$ cat config.mk
export PLATFORM = sky130hd
export DESIGN_NAME = cache_refill
export DESIGN_NICKNAME = d
export VERILOG_FILES = /design/src/common/cache_pkg.sv /design/src/cache/cache_refill.sv
export SDC_FILE = /design/constraint.sdc
export NUM_CORES = 1
export LEC_CHECK = 0
export BUFFER_PORTS_ARGS = -buffer_cell sky130_fd_sc_hd__buf_2
export CAP_MARGIN = 20
export CORE_AREA = 2 2 218 220
export DETAILED_ROUTE_END_ITERATION = 16
export DIE_AREA = 0 0 220 222
export GPL_ROUTABILITY_DRIVEN = 1
export PLACE_DENSITY = 0.57
export SLEW_MARGIN = 40
export SYNTH_ARGS = -nofsm -noshare
export SYNTH_HDL_FRONTEND = slang
export SYNTH_SLANG_ARGS = --single-unit
$ cat constraint.sdc
create_clock -name CLK -period 4.5 [get_ports CLK]
set_input_delay 0.9 -clock CLK [delete_from_list [all_inputs] [get_ports CLK]]
set_output_delay 0.9 -clock CLK [all_outputs]
set_load 0.005 [all_outputs]
$ cat src/common/cache_pkg.sv
package cache_pkg;

	// bus widths
	localparam int ADDR_W = 17;
	localparam int DATA_W = 16;
	localparam int SEL_W = 2;

	// geometry
	localparam int OFFSET_W = 3;
	localparam int WORDS_PER_LINE = 8;
	localparam int SET_W = 6;
	localparam int SETS = 64;
	localparam int TAG_W = 8;

	typedef logic [WORDS_PER_LINE-1:0][DATA_W-1:0] line_t;

	typedef struct packed {
		logic valid;
		logic dirty;
		logic [TAG_W-1:0] tag;
	} way_t;

	// lru names the way to evict next
	typedef struct packed {
		way_t [1:0] ways;
		logic lru;
	} set_state_t;

	typedef struct packed {
		line_t [1:0] lines;
	} set_lines_t;

	// address is tag, set, offset from the top down
	function automatic logic [TAG_W-1:0] addr_tag(input logic [ADDR_W-1:0] adr);
		return adr[ADDR_W-1 -: TAG_W];
	endfunction

	function automatic logic [SET_W-1:0] addr_set(input logic [ADDR_W-1:0] adr);
		return adr[OFFSET_W +: SET_W];
	endfunction

	function automatic logic [OFFSET_W-1:0] addr_offset(input logic [ADDR_W-1:0] adr);
		return adr[OFFSET_W-1:0];
	endfunction

endpackage
$ cat src/cache/cache_refill.sv
`timescale 1ns/100ps

module cache_refill
	import cache_pkg::*;
(
	input logic CLK,
	input logic RESET,
	input logic lk_valid,
	input logic lk_we,
	input logic [ADDR_W-1:0] lk_adr,
	input logic [SEL_W-1:0] lk_sel,
	input logic [DATA_W-1:0] lk_dat,
	input logic lk_hit,
	input logic lk_way,
	input set_state_t lk_state,
	input set_lines_t set_lines,
	input logic [DATA_W-1:0] mem_dat_r,
	input logic mem_ack,
	output logic mem_cyc,
	output logic mem_stb,
	output logic mem_we,
	output logic [ADDR_W-1:0] mem_adr,
	output logic [DATA_W-1:0] mem_dat_w,
	output logic rf_valid,
	output logic rf_we,
	output logic [ADDR_W-1:0] rf_adr,
	output logic [SEL_W-1:0] rf_sel,
	output logic [DATA_W-1:0] rf_dat,
	output logic rf_way,
	output logic rf_fill,
	output set_state_t rf_state,
	output line_t rf_line
);

	typedef enum logic [1:0] {IDLE, WRITE_BACK, TURN, FETCH} state_t;

	state_t state;
	logic [OFFSET_W-1:0] beat;
	way_t victim;
	logic [TAG_W-1:0] line_tag;

	assign victim = lk_state.ways[lk_way];

	// write-back goes to the victim's line, fetch to the request's line
	assign line_tag = (state == WRITE_BACK) ? rf_state.ways[rf_way].tag : addr_tag(rf_adr);
	assign mem_cyc = (state == WRITE_BACK) || (state == FETCH);
	assign mem_stb = mem_cyc;
	assign mem_we = (state == WRITE_BACK);
	assign mem_adr = {line_tag, addr_set(rf_adr), beat};
	assign mem_dat_w = rf_line[beat];

	always_ff @(posedge CLK or posedge RESET) begin
		if (RESET) begin
			state <= IDLE;
			beat <= '0;
			rf_valid <= 1'b0;
		end else begin
			rf_valid <= 1'b0;
			case (state)
				IDLE: begin
					beat <= '0;
					if (lk_valid && lk_hit) begin
						rf_valid <= 1'b1;
					end else if (lk_valid && victim.valid && victim.dirty) begin
						state <= WRITE_BACK;
					end else if (lk_valid) begin
						state <= FETCH;
					end
				end
				WRITE_BACK: begin
					if (mem_ack) begin
						beat <= beat + 1'b1;
						if (&beat) begin
							state <= TURN;
						end
					end
				end
				// one idle cycle between the two bus cycles
				TURN: begin
					state <= FETCH;
				end
				FETCH: begin
					if (mem_ack) begin
						beat <= beat + 1'b1;
						if (&beat) begin
							state <= IDLE;
							rf_valid <= 1'b1;
						end
					end
				end
				default: begin
					state <= IDLE;
				end
			endcase
		end
	end

	// line buffer holds the hit or victim line, then fills beat by beat
	always_ff @(posedge CLK) begin
		if (lk_valid) begin
			rf_we <= lk_we;
			rf_adr <= lk_adr;
			rf_sel <= lk_sel;
			rf_dat <= lk_dat;
			rf_way <= lk_way;
			rf_fill <= !lk_hit;
			rf_state <= lk_state;
			rf_line <= set_lines.lines[lk_way];
		end else if (state == FETCH && mem_ack) begin
			rf_line[beat] <= mem_dat_r;
		end
	end

endmodule

Word-level counts from Yosys, hierarchy flattened
Index checks and enable logic that the tools add are counted.

storage, ports and cells
  register bits = 193
  input port bits = 335
  output and inout port bits = 224
  word-level logic and storage cells = 81

operators by class
  add/sub/neg operators = 1
  $lt $le $gt $ge = 4
  eq/ne operators = 10
  muxes and demuxes = 28
  reductions and logical operators = 14

operators by type and width
  operator               number
  $mux W128              4
  $bwmux W128            1
  $bmux W16 S3           1
  $demux W16 S3          1
  $mux W16               2
  $mux W8                3
  $mux W10               2
  $mux W2                7
  $pmux W2 S4            1
  $ne A2 B1 Y1 const B   3
  $ne A2 B2 Y1 const B   3
  $pmux W3 S2            1
  $reduce_and A6 Y1      1
  $logic_and A1 B1 Y1    5
  $eq A2 B2 Y1 const B   2
  $lt A1 B2 Y1 const B   2
  $lt A3 B4 Y1 const B   1
  $reduce_bool A2 Y1     2
  $add A3 B1 Y3 const B  1
  $ge A3 B1 Y1 const B   1
  $mux W1                3
  $mux W3                1
  $ne A3 B3 Y1 const B   1
  $reduce_and A3 Y1      1
  7 further kinds        7

Logic depth before layout (Yosys ltp)
Gate-level depths: netlist of run 1.

  depth in word-level cells = 7
  depth in mapped cells = 6
  gate-level depth less buffers = 5

Worst setup path before layout of run 1
OpenSTA, ideal clock, no wires.

  kind = input port to flip-flop
  from = input lk_valid
  to = register rf_line[100] (netlist name) (enable)
  setup time = 0.392 ns
  arrival = 2.084 ns
  data required time = 4.108 ns
  path slack = 2.024 ns
  stages = 4
  buffers on the path = 3
  path through = buf_2 clkbuf_1 clkbuf_1 o21bai_1

on the way
  word-level cells in the longest chain between the ends = 1

ends and longest elaborated chain
  element                          line                 text
  from (decl)                      cache_refill.sv:8    input logic lk_valid,
  $reduce_bool A2 Y1 (no line)     -
  to (signal assigned)             cache_refill.sv:108  rf_line <= set_lines.lines[lk_way];
  to (signal, indexed assignment)  cache_refill.sv:110  rf_line[beat] <= mem_dat_r;
  to (decl)                        cache_refill.sv:32   output line_t rf_line

Every way passes these cells.
A chain may end at the register's enable or synchronous reset.

Worst setup path after layout of run 1
  from = register beat[0]
  to = output mem_dat_w[15]

on the way
  word-level cells in the longest chain between the ends = 2

ends and longest elaborated chain
  element                         line                text
  from (decl)                     cache_refill.sv:38  logic [OFFSET_W-1:0] beat;
  from (signal assigned)          cache_refill.sv:72  beat <= beat + 1'b1;
  from (signal assigned)          cache_refill.sv:84  beat <= beat + 1'b1;
  $bmux W16 S3                    cache_refill.sv:50  assign mem_dat_w = rf_line[beat];
  $mux W16 (implied by the code)  cache_refill.sv:50
  to (decl)                       cache_refill.sv:23  output logic [DATA_W-1:0] mem_dat_w,

Every way passes these cells. The select of a mux whose other input is x is not followed.

==> key figures, run 1 <==
Outcome
  • Status: complete, no violations

Detailed routing
  • Final wirelength: between 40,000 and 50,000 um
  • Number of detailed-route iterations in the first pass: 5
  • Via count: 8,919
  • Starting DRT DRC Count: around 570
  • Via density: ~4.6
  • Remaining DRCs: 0
  • Wirelength per Cell: 25.05 um
  • Antenna viol nets, final: 0

Global route
  • GRT overflow: 0
  • Initial antenna violation count: 1
  • Number of global-route vias before repair: 9,201
  • Largest net degree at the start of global routing: roughly 120
  • Total Routing Usage GR: about 19%
  • First-pass GRT wire length: 65,360 um

Yosys
  • Area leader, netlist: edfxtp_1
  • Yosys top cell area share: between 50% and 60%
  • Synth Area per Inst: 13.48 sq um
  • Register area share after synthesis: 55.25%
  • Yosys warns: 0
  • Mapped Area: roughly 10,000 sq um
  • Async S/R FF share, synth: under 10%
  • Mapped Nets: ~1,100
  • Mapped Cells: approximately 770
  • Ys flop type: edfxtp_1
  • Top post-synthesis cells by area: edfxtp_1 (54%), mux2_2 (15%), mux4_1 (4.5%)
  • Yosys reg bits: between 150 and 200
  • EDFF count, synth: ~190
  • Synth unique cells: 43

Setup path
  • Slowest Stage Delay on Critical Path: between 0.8 and 0.9 ns
  • Worst path bufs/invs: 2
  • Worst setup EP type: output pin
  • Crit path DAT: approximately 2.7 ns
  • CP Cell Sequence: buf_4 > mux4_1 > mux2_2 > buf_2
  • CP startpoint: beat[0]$_DFFE_PP0P_
  • Reg2Reg Setup Slack: 1.84 ns
  • CP max stage cell: dfrtp_4
  • CP delay by family, top: flip-flops
  • Reg-to-reg critical path endpoint: rf_line[58]$_DFFE_PP_
  • Worst R2R Start: beat[0]$_DFFE_PP0P_
  • CP max FO: 39
  • CP required: around 3.6 ns
  • CP startpoint kind: register
  • CP Class: reg -> out
  • Worst Reg-to-Reg Cells: 4

STA
  • Final period util: 80.02%
  • Unrepaired setup endpoints after global routing: false
  • Setup TNS: 0 ns
  • # setup viols final: 0
  • Worst slew pin tran: a little under 0.8 ns
  • Clk_skew: about 0.010 ns
  • Min Tclk post-route: between 3 and 4 ns
  • Relative max-transition margin: between 40 and 50%
  • Final Hold Fails: 0
  • Fin. max-slew vios: 0
  • Peak Freq: ~280 MHz

Power and ir drop
  • Pwr/cell area: around 420 nW/um^2
  • Peak VDD IR: 0.0002564 V
  • Leakage Power: ~6.3 nW

Flow run
  • Maxcap violations: 0

Clocking
  • # hold bufs at CTS: 0
  • CTS root buf: clkbuf_16
  • CTS max path bufs: 2
  • Post-CTS setup buffer count: 0
  • H-tree levels: 4
  • CTS Buf Count: 17
  • Clk pin slew, worst setup/hold paths: roughly 0.080 ns
  • Worst skew pair latency: ~0.50 ns
  • Cts repair resizes: 0
  • CTS tree: yes
  • Clock Sinks: 193

Place
  • IO Port Bufs: between 500 and 600
  • DP HPWL: approximately 39,000 um
  • Routability cong.: a little over 0.9
  • Placed insts: between 1,500 and 2,000

Final layout
  • Layout area overhead: 38.40%
  • Layout cells sized above 1: between 50% and 60%
  • Fin cells: around 1,900
  • Fillers: 4,746
  • Fin nets: between 1,500 and 2,000

Die
  • Die height: 222 um
  • Core Rows: 79
  • # IOs: approximately 560
  • Horiz. Die Dim: ~220 um
  • Area of the core: 46,260 sq um
  • Starting density of the core: a little under a quarter
  • Die footprint: ~49,000 sq um

Worst hold path
  • HP Class: in -> async
## cell usage in the layout (no fill, tap or decap), types with 2 or more instances in the layout
cell	synthesis	routed
inv_8	0	5
a21oi_1	13	13
nand2_1	84	84
dfrtp_4	0	3
buf_4	11	17
a31o_2	3	3
ha_1	6	6
mux4_2	8	8
nor2_1	13	13
mux2_2	142	142
o21ai_1	2	2
clkinvlp_4	0	2
o21bai_2	0	2
nand2b_1	18	18
edfxtp_1	187	187
or4_1	2	2
mux2i_1	14	14
a21boi_0	2	2
a22o_1	50	50
inv_1	5	5
buf_2	19	556
nor3_1	2	2
inv_6	0	3
and3b_1	3	3
nand3_1	3	3
and3_1	2	2
clkinv_4	0	2
nor2b_1	16	16
o21bai_4	0	3
nand3b_1	10	10
dfrtp_1	6	3
clkbuf_16	0	17
mux4_1	18	18
o21ai_0	80	80
## state kept, by name (all words and copies together), names as in the netlist
| register | cells |
|---|---|
| rf_valid | 1 |
| rf_fill | 1 |
| rf_sel | 2 |
| state | 2 |
| beat | 3 |
| rf_dat | 16 |
| rf_way | 1 |
| rf_adr | 17 |
| rf_line | 128 |
| rf_we | 1 |
| rf_state | 21 |
## report_power, final
group          total (mW)  switching [mW]  internal, mW
clock network        1.60           0.810         0.790
logic                1.84           0.916         0.925
registers            2.61           0.369          2.24
total                6.05            2.09          3.95
## logic make-up after synthesis
family | after synthesis | synth area share [%]
compound gates | 162 | 10.07
fa+ha+maj | 6 | 0.7193
buf+inv | 72 | 3.573
flops | 193 | 55.25
mux | 182 | 22.92
simple gates | 159 | 7.469
## cell usage after synthesis (all sizes together), types with 2 or more instances
| cell type | number |
|---|---|
| nor3b | 2 |
| inv | 5 |
| mux2 | 142 |
| o21bai | 5 |
| nor3 | 3 |
| and3b | 3 |
| o21ai | 82 |
| a22o | 50 |
| clkbuf | 27 |
| nand2b | 18 |
| edfxtp | 187 |
| or4 | 2 |
| nand2 | 84 |
| and3 | 2 |
| a31o | 3 |
| nand3 | 3 |
| dfrtp | 6 |
| mux2i | 14 |
| a21boi | 2 |
| a21oi | 13 |
| ha | 6 |
| mux4 | 26 |
| nor2 | 14 |
| buf | 40 |
| nand3b | 10 |
| nor2b | 16 |
## layout make-up
cell class / instances / area [sq um] / area share [%]
Sequential cell: 193 / 5777 / 39.99
Multi-Input combinational cell: 509 / 4339 / 30.04
Timing Repair Buffer: 576 / 2955 / 20.46
Tap cell: 607 / 759.5 / 5.258
Clock buffer: 17 / 425.4 / 2.945
Clock inverter: 15 / 166.4 / 1.152
Inverter: 5 / 18.77 / 0.1299
Antenna cell: 1 / 2.502 / 0.01732
## metal layers
metal | up-vias | track usage (%) | wire, um
li1 | 4028 | - | -
met1 | 4423 | 21.97 | 18530
met2 | 415 | 34.69 | 25240
met3 | 53 | 4.307 | 2706
met4 | 0 | 8.097 | 1705
met5 | - | 0 | 0
## stage by stage
| stage | util [%] | hold WS [ns] | total power, mW | instance area, sq um | setup slack, ns |
|---|---|---|---|---|---|
| 6_report | 31.22 | 0.3594 | 6.048 | 14440 | 0.8991 |
| 5_1_grt | 31.22 | 0.3441 | 6.330 | 14440 | 0.8115 |
| 4_1_cts | 31.22 | 0.3229 | 6.145 | 14440 | 0.8531 |
| 3_5_place_dp | 29.94 | 0.5565 | 4.530 | 13850 | 1.433 |
| 3_3_place_gp | 29.87 | 0.5499 | 4.498 | 13820 | 1.183 |
| 2_1_floorplan | - | 0.5280 | 3.498 | 10440 | 2.024 |
## how the worst max path moves through the flow
stage                              to  slack (ns)  depth (start not counted)
2_1_floorplan  rf_line[100]$_DFFE_PP_        2.02                          4
3_3_place_gp            mem_dat_w[15]        1.18                          4
3_5_place_dp            mem_dat_w[15]        1.43                          4
4_1_cts                 mem_dat_w[15]        0.85                          4
5_1_grt                 mem_dat_w[15]        0.81                          4
6_report                mem_dat_w[15]        0.90                          4
(Power assumes the default switching activity.)
==> inputs of run 2 (changes only) <==
--- a/config.mk
+++ b/config.mk
@@ -5,13 +5,14 @@
 export SDC_FILE = /design/constraint.sdc
 export NUM_CORES = 1
 export LEC_CHECK = 0
+export ABC_AREA = 1
 export BUFFER_PORTS_ARGS = -buffer_cell sky130_fd_sc_hd__buf_2
 export CAP_MARGIN = 20
-export CORE_AREA = 2 2 218 220
+export CORE_AREA = 2 2 217 219
 export DETAILED_ROUTE_END_ITERATION = 16
-export DIE_AREA = 0 0 220 222
+export DIE_AREA = 0 0 219 221
 export GPL_ROUTABILITY_DRIVEN = 1
-export PLACE_DENSITY = 0.57
+export PLACE_DENSITY = 0.56
 export SLEW_MARGIN = 40
 export SYNTH_ARGS = -nofsm -noshare
 export SYNTH_HDL_FRONTEND = slang
==> constraint.sdc (replaced) <==
create_clock -name CLK -period 3.5 [get_ports CLK]
set_input_delay 0.7 -clock CLK [delete_from_list [all_inputs] [get_ports CLK]]
set_output_delay 0.7 -clock CLK [all_outputs]
set_load 0.005 [all_outputs]
==> key figures, run 2 <==
Setup path
  • CP delay by family, top: buffers and inverters
  • Crit path DAT: 2.32 ns (-0.38 ns)
  • Levels on crit path: 9 (+5)
  • Slowest Stage Delay on Critical Path: 0.49 ns (-0.39 ns)
  • CP required: 2.80 ns (-0.80 ns)
  • CP startpoint kind: register
  • Reg2Reg Setup Slack: 0.86 ns (-0.98 ns)
  • Worst R2R Start: beat[2]$_DFFE_PP0P_
  • Reg-to-reg critical path endpoint: rf_line[64]$_DFFE_PP_
  • CP max stage cell: dfrtp_4
  • CP Class: reg -> out
  • CP Cell Sequence: clkinv_2 > buf_12 > nand2_1 > nand2_1 > nand2_1 > nand2_1 > nand2_1 > nand2_1 > buf_2
  • Crit path top cell by count: nand2_1
  • Worst setup EP type: output pin
  • Worst path bufs/invs: 3 (+1)
  • CP max FO: 42 (+7.7%)
  • Worst Reg-to-Reg Cells: 5 (+1)

STA
  • Unrepaired setup endpoints after global routing: false
  • Final setup margin: 0.4831 ns (-0.4159 ns)
  • # setup viols final: 0 (unchanged)
  • Setup TNS: 0 ns (unchanged)
  • Relative max-transition margin: 39.98% (-7.0 points)
  • Min Tclk post-route: about 3.0 ns
  • Hold_ws: 0.1429 ns (-0.2165 ns)
  • Final Hold Fails: 0 (unchanged)
  • Fin. max-slew vios: 0 (unchanged)
  • Peak Freq: between 300 and 400 MHz
  • Clk_skew: 0.01206 ns (+0.001871 ns)
  • Worst slew pin tran: 0.8981 ns (+0.1022 ns)
  • Final period util: a little under nine tenths

Power and ir drop
  • Peak VDD IR: 0.0004009 V (+56%)
  • Seq pwr share: 38.2% (-4.9 points)
  • Pwr/cell area: 570.9 nW/um^2 (+36%)
  • Cell-internal power: 4.782 mW (+21%)
  • Leakage Power: 6.502 nW (+3.7%)
  • Combinational share of power: 35.0% (+4.6 points)
  • NetSw: 3.290 mW (+57%)
  • Net Sw Frac: 40.76% (+6.1 points)
  • Clock share of power: 26.8% (+0.3 points)

Yosys
  • Ranking of synthesized cells by instance count: nand2_1 (380), edfxtp_1 (187), o21ai_0 (149), nor2_1 (139), o22ai_1 (128)
  • EDFF count, synth: 187 (unchanged)
  • Top post-synthesis cells by area: edfxtp_1 (56%), nand2_1 (14%), o22ai_1 (8.0%)
  • Yosys reg bits: 193 (unchanged)
  • Async S/R FF share, synth: 3.109% (unchanged)
  • Ys flop type: edfxtp_1
  • Area leader, netlist: edfxtp_1
  • Yosys warns: 0 (unchanged)
  • Mapped Cells: 1,116 (+44%)
  • Synth unique cells: 25 (-42%)
  • Yosys top cell area share: 55.76% (+2.0 points)
  • Synth Area per Inst: 9.024 sq um (-33%)
  • Register area share after synthesis: 57.25% (+2.0 points)
  • Mapped Area: 10,070 sq um (-3.5%)
  • Mapped Nets: 1,457 (+31%)
  • Count leader, synth: nand2_1

Clocking
  • Worst skew pair latency: 0.50 ns (about the same)
  • Post-CTS setup buffer count: 0 (unchanged)
  • H-tree levels: 4 (unchanged)
  • Clock Sinks: 193 (unchanged)
  • CTS root buf: clkbuf_16
  • # hold bufs at CTS: 0 (unchanged)
  • Cts repair resizes: 0 (unchanged)
  • CTS tree: yes
  • CTS max path bufs: 2 (unchanged)
  • Clk pin slew, worst setup/hold paths: 0.09 ns (about the same)
  • CTS Buf Count: 17 (unchanged)

Detailed routing
  • Via count: 10,930 (+23%)
  • Number of detailed-route iterations in the first pass: 6 (+1)
  • Via density: 4.815 (+3.8%)
  • Antenna viol nets, final: 0 (unchanged)
  • Remaining DRCs: 0 (unchanged)
  • Final wirelength: 58,730 um (+22%)
  • Wirelength per Cell: 25.88 um (+3.3%)
  • Starting DRT DRC Count: 806 (+40%)

Die
  • Die footprint: 48,400 sq um (-0.90%)
  • Starting density of the core: 21.86% (-0.70 points)
  • # IOs: 559 (unchanged)
  • Die height: 221 um (-0.45%)
  • Core Rows: 79 (unchanged)
  • Horiz. Die Dim: 219 um (-0.45%)
  • Area of the core: 46,060 sq um (-0.43%)

Final layout
  • Fillers: 4,988 (+5.1%)
  • Fin cells: 2,269 (+18%)
  • Layout cells sized above 1: 39.13% (-20 points)
  • Largest register by flop count: rf_line
  • Biggest regs: rf_line x128, rf_state x21, rf_adr x17
  • Layout area overhead: 40.40%
  • Area of the multi-input gates: 3772 sq um (-13%)
  • Commonest non-fill, non-tap cell in the layout: buf_2
  • Most frequent cells in the layout: buf_2 (556), nand2_1 (380), edfxtp_1 (187)
  • Fin nets: 1,984 (+21%)
  • Sequential Area: 5771 sq um (-0.11%)
  • Largest register FFs: 128 (unchanged)

Global route
  • Number of global-route vias before repair: 10,820 (+18%)
  • Largest net degree at the start of global routing: 93 (-20%)
  • Initial antenna violation count: 8 (+7)
  • GRT overflow: 0 (unchanged)
  • Total Routing Usage GR: 23.78% (+4.4 points)
  • First-pass GRT wire length: 79,280 um (+21%)

Place
  • Pre-CTS WS: 0.8688 ns (-0.5645 ns)
  • Placed insts: 2,231 (+18%)
  • Routability cong.: 0.8908 (-2.2%)
  • IO Port Bufs: 558 (unchanged)
  • DP HPWL: 46,540 um (+21%)

Worst hold path
  • HP Class: in -> async

Outcome
  • Status: complete, no violations

Flow run
  • Maxcap violations: 0 (unchanged)
## run 2: per-stage QoR
stage                     utilization, %  total power [mW]  cell area [sq um]
final                              30.70             8.072              14140
after global routing               30.69             8.527              14140
after CTS                          30.66             8.186              14120
after detailed placement           29.24             5.991              13470
after global placement             29.24             5.990              13470
after floorplan                        -             4.502              10070
## run 2: logic make-up (layout without fill, tap and decap cells)
logic type / after synthesis / after routing / synth area share [%]
adders and majority gates: 6 / 6 / 0.7454
DFF: 193 / 193 / 57.25
buffers and inverters: 98 / 638 / 5.516
AOI/OAI and AO/OA: 285 / 285 / 15.75
and+or+nand+nor: 534 / 534 / 20.74
other: 0 / 6 / 0
## run 2: power by group through the flow
stage / logic, mW / registers [mW] / clock network (mW)
detailed placement: 2.84 / 3.15 / 0
global route: 3.12 / 3.11 / 2.30
CTS: 2.85 / 3.09 / 2.24
finish: 2.83 / 3.08 / 2.16
floorplan: 1.48 / 3.03 / 0
global placement: 2.85 / 3.14 / 0
## run 2: routing by layer
metal  share of wire (%)  global-route usage [%]
met1                  39                   27.55
met2                  50                   41.62
met3                 7.6                   5.801
met4                 3.7                   9.830
met5                   0                       0
## run 2: how the worst max path moves through the flow
stage	from	end	slack [ns]
floorplan	beat[0]$_DFFE_PP0P_	rf_line[32]$_DFFE_PP_	1.02
finish	beat[0]$_DFFE_PP0P_	mem_dat_w[2]	0.48
global route	beat[0]$_DFFE_PP0P_	mem_dat_w[0]	0.33
global placement	lk_valid	rf_line[68]$_DFFE_PP_	0.88
CTS	beat[0]$_DFFE_PP0P_	mem_dat_w[4]	0.34
detailed placement	beat[0]$_DFFE_PP0P_	rf_line[19]$_DFFE_PP_	0.87
## run 2: cell type report
cell class | count | area share, %
diodes | 6 | 0.1062
clock buffers | 17 | 3.009
clock inverters | 15 | 1.610
inverters | 14 | 0.4159
multi-input cells | 825 | 26.68
flip-flops and latches | 193 | 40.81
well taps | 607 | 5.371
repair buffers | 592 | 22.00
==> inputs of run 3 (changes only) <==
--- a/config.mk
+++ b/config.mk
@@ -5,14 +5,13 @@
 export SDC_FILE = /design/constraint.sdc
 export NUM_CORES = 1
 export LEC_CHECK = 0
-export ABC_AREA = 1
 export BUFFER_PORTS_ARGS = -buffer_cell sky130_fd_sc_hd__buf_2
 export CAP_MARGIN = 20
-export CORE_AREA = 2 2 217 219
+export CORE_AREA = 2 2 218 220
 export DETAILED_ROUTE_END_ITERATION = 16
-export DIE_AREA = 0 0 219 221
+export DIE_AREA = 0 0 220 222
 export GPL_ROUTABILITY_DRIVEN = 1
-export PLACE_DENSITY = 0.56
+export PLACE_DENSITY = 0.57
 export SLEW_MARGIN = 40
 export SYNTH_ARGS = -nofsm -noshare
 export SYNTH_HDL_FRONTEND = slang
==> key figures, run 3 (synthesis gave the netlist of run 1 again) <==
Die
  • Area of the core: 46,260 sq um (+0.43%)
  • Starting density of the core: 22.56% (+0.70 points)
  • Horiz. Die Dim: 220 um (+0.46%)
  • # IOs: 559 (unchanged)
  • Die footprint: 48,840 sq um (+0.91%)
  • Die height: 222 um (+0.45%)
  • Core Rows: 79 (unchanged)

Clocking
  • H-tree levels: 4 (unchanged)
  • CTS tree: yes
  • Post-CTS setup buffer count: 0 (unchanged)
  • # hold bufs at CTS: 0 (unchanged)
  • Clock Sinks: 193 (unchanged)
  • CTS Buf Count: 17 (unchanged)
  • Clk pin slew, worst setup/hold paths: 0.07 ns (-0.02 ns)
  • CTS root buf: clkbuf_16
  • Cts repair resizes: 0 (unchanged)
  • Worst skew pair latency: 0.47 ns (-0.03 ns)
  • CTS max path bufs: 2 (unchanged)

Power and ir drop
  • Cell-internal power: 5.264 mW (+10%)
  • Peak VDD IR: 0.0003314 V (-17%)
  • Combinational share of power: 32.3% (-2.7 points)
  • Seq pwr share: 41.2% (+3.0 points)
  • Pwr/cell area: 538.8 nW/um^2 (-5.6%)
  • NetSw: 2.569 mW (-22%)
  • Leakage Power: 6.330 nW (-2.6%)
  • Net Sw Frac: 32.79% (-8.0 points)
  • Clock share of power: 26.5% (-0.3 points)

Final layout
  • Largest register FFs: 128 (unchanged)
  • Layout area overhead: 39.30%
  • Largest register by flop count: rf_line
  • Biggest regs: rf_line x128, rf_state x21, rf_adr x17
  • Finished Core Util: 31.43% (+0.73 points)
  • Commonest non-fill, non-tap cell in the layout: buf_2
  • Layout cells sized above 1: 58.91% (+20 points)
  • Most frequent cells in the layout: buf_2 (556), edfxtp_1 (187), mux2_2 (142)
  • Fin nets: 1,652 (-17%)

Setup path
  • CP startpoint kind: register
  • CP max stage cell: dfrtp_2
  • Reg2Reg Setup Slack: 0.98 ns (+0.12 ns)
  • CP required: 2.80 ns (about the same)
  • CP Class: reg -> out
  • Slowest Stage Delay on Critical Path: 0.65 ns (+0.16 ns)
  • CP max FO: 31 (-26%)
  • Crit path DAT: 2.44 ns (+0.12 ns)
  • CP Cell Sequence: buf_12 > mux4_1 > mux2_2 > buf_2
  • Worst setup EP type: output pin

Place
  • DP HPWL: 39,280 um (-16%)
  • Routability cong.: 0.9239 (+3.7%)
  • IO Port Bufs: 558 (unchanged)

Detailed routing
  • Via count: 8,967 (-18%)
  • Remaining DRCs: 0 (unchanged)
  • Final wirelength: 47,740 um (-19%)
  • Number of detailed-route iterations in the first pass: 5 (-1)
  • Wirelength per Cell: 24.70 um (-4.6%)
  • Via density: 4.639 (-3.7%)
  • Starting DRT DRC Count: 621 (-23%)
  • Antenna viol nets, final: 0 (unchanged)

STA
  • Relative max-transition margin: 51.65% (+12 points)
  • Fin. max-slew vios: 0 (unchanged)
  • Worst slew pin tran: 0.7253 ns (-0.1729 ns)
  • Peak Freq: 318.0 MHz (-4.1%)
  • Final period util: 89.85% (+3.7 points)
  • Unrepaired setup endpoints after global routing: false
  • Setup TNS: 0 ns (unchanged)
  • # setup viols final: 0 (unchanged)
  • Final Hold Fails: 0 (unchanged)
  • Min Tclk post-route: 3.145 ns (+0.1278 ns)
  • Clk_skew: 0.01116 ns (-0.0008964 ns)

Global route
  • Initial antenna violation count: 3 (-5)
  • Total Routing Usage GR: 18.98% (-4.8 points)
  • Largest net degree at the start of global routing: 84 (-9.7%)
  • Number of global-route vias before repair: 9,038 (-16%)
  • GRT overflow: 0 (unchanged)
  • First-pass GRT wire length: 64,740 um (-18%)

Worst hold path
  • HP Class: in -> async

Outcome
  • Status: complete, no violations

Flow run
  • Maxcap violations: 0 (unchanged)
-- run 3: worst max-delay path, delay by kind of cell (launching register included) --
family / cells / cell delay (ns)
multiplexers: 2 / 0.88
flip-flops: 1 / 0.65
buffers and inverters: 2 / 0.40
-- run 3: path summary, 6_finish.rpt --
kind                                            from                endpoint  cells after the start
min in group CLK                        lk_state[11]  rf_state[11]$_DFFE_PP_                      1
worst min register to register  state[0]$_DFFE_PP0P_    state[0]$_DFFE_PP0P_                      1
max in group asynchronous                      RESET     beat[2]$_DFFE_PP0P_                      2
worst max register to register   beat[0]$_DFFE_PP0P_    rf_line[8]$_DFFE_PP_                      5
worst min-delay path                           RESET      rf_valid$_DFF_PP0_                      2
worst max-delay path             beat[0]$_DFFE_PP0P_           mem_dat_w[13]                      4
-- run 3: stage by stage --
stage	worst slack, ns	hold slack (ns)	area [sq um]	std cells	total power [mW]
after floorplan	1.223	0.4910	10440	774	4.498
after CTS	0.3142	0.1459	14530	1931	7.951
final	0.3554	0.1728	14540	1933	7.833
after global placement	0.9065	0.5412	13910	1899	5.825
after detailed placement	0.8446	0.5691	13930	1899	5.857
after global routing	0.2511	0.1714	14540	1932	8.199
-- run 3: layer usage --
layer / part of all wire, % / vias to the layer above / GRT usage [%] / wire, um
met5: 0.015 / - / 0 / 7
met4: 3.0 / 2 / 7.361 / 1415
met3: 5.8 / 61 / 3.786 / 2769
met2: 53 / 420 / 34.84 / 25450
met1: 38 / 4440 / 21.31 / 18100
li1: - / 4044 / - / -
-- run 3: cell type report --
type	instances	area, sq um
Inverter	5	18.77
Sequential cell	193	5772
Multi-Input combinational cell	509	4332
Clock inverter	12	156.4
Clock buffer	20	446.7
Tap cell	607	759.5
Fill cell	4793	31720
Antenna cell	2	5.005
Timing Repair Buffer	585	3048
-- run 3: power groups by stage --
stage                     clock (mW)  combinational [mW]  sequential [mW]
final                           2.07                2.53             3.23
after global routing            2.19                2.74             3.27
after CTS                       2.13                2.58             3.25
after detailed placement           0                2.57             3.29
after global placement             0                2.53             3.30
after floorplan                    0                1.44             3.06
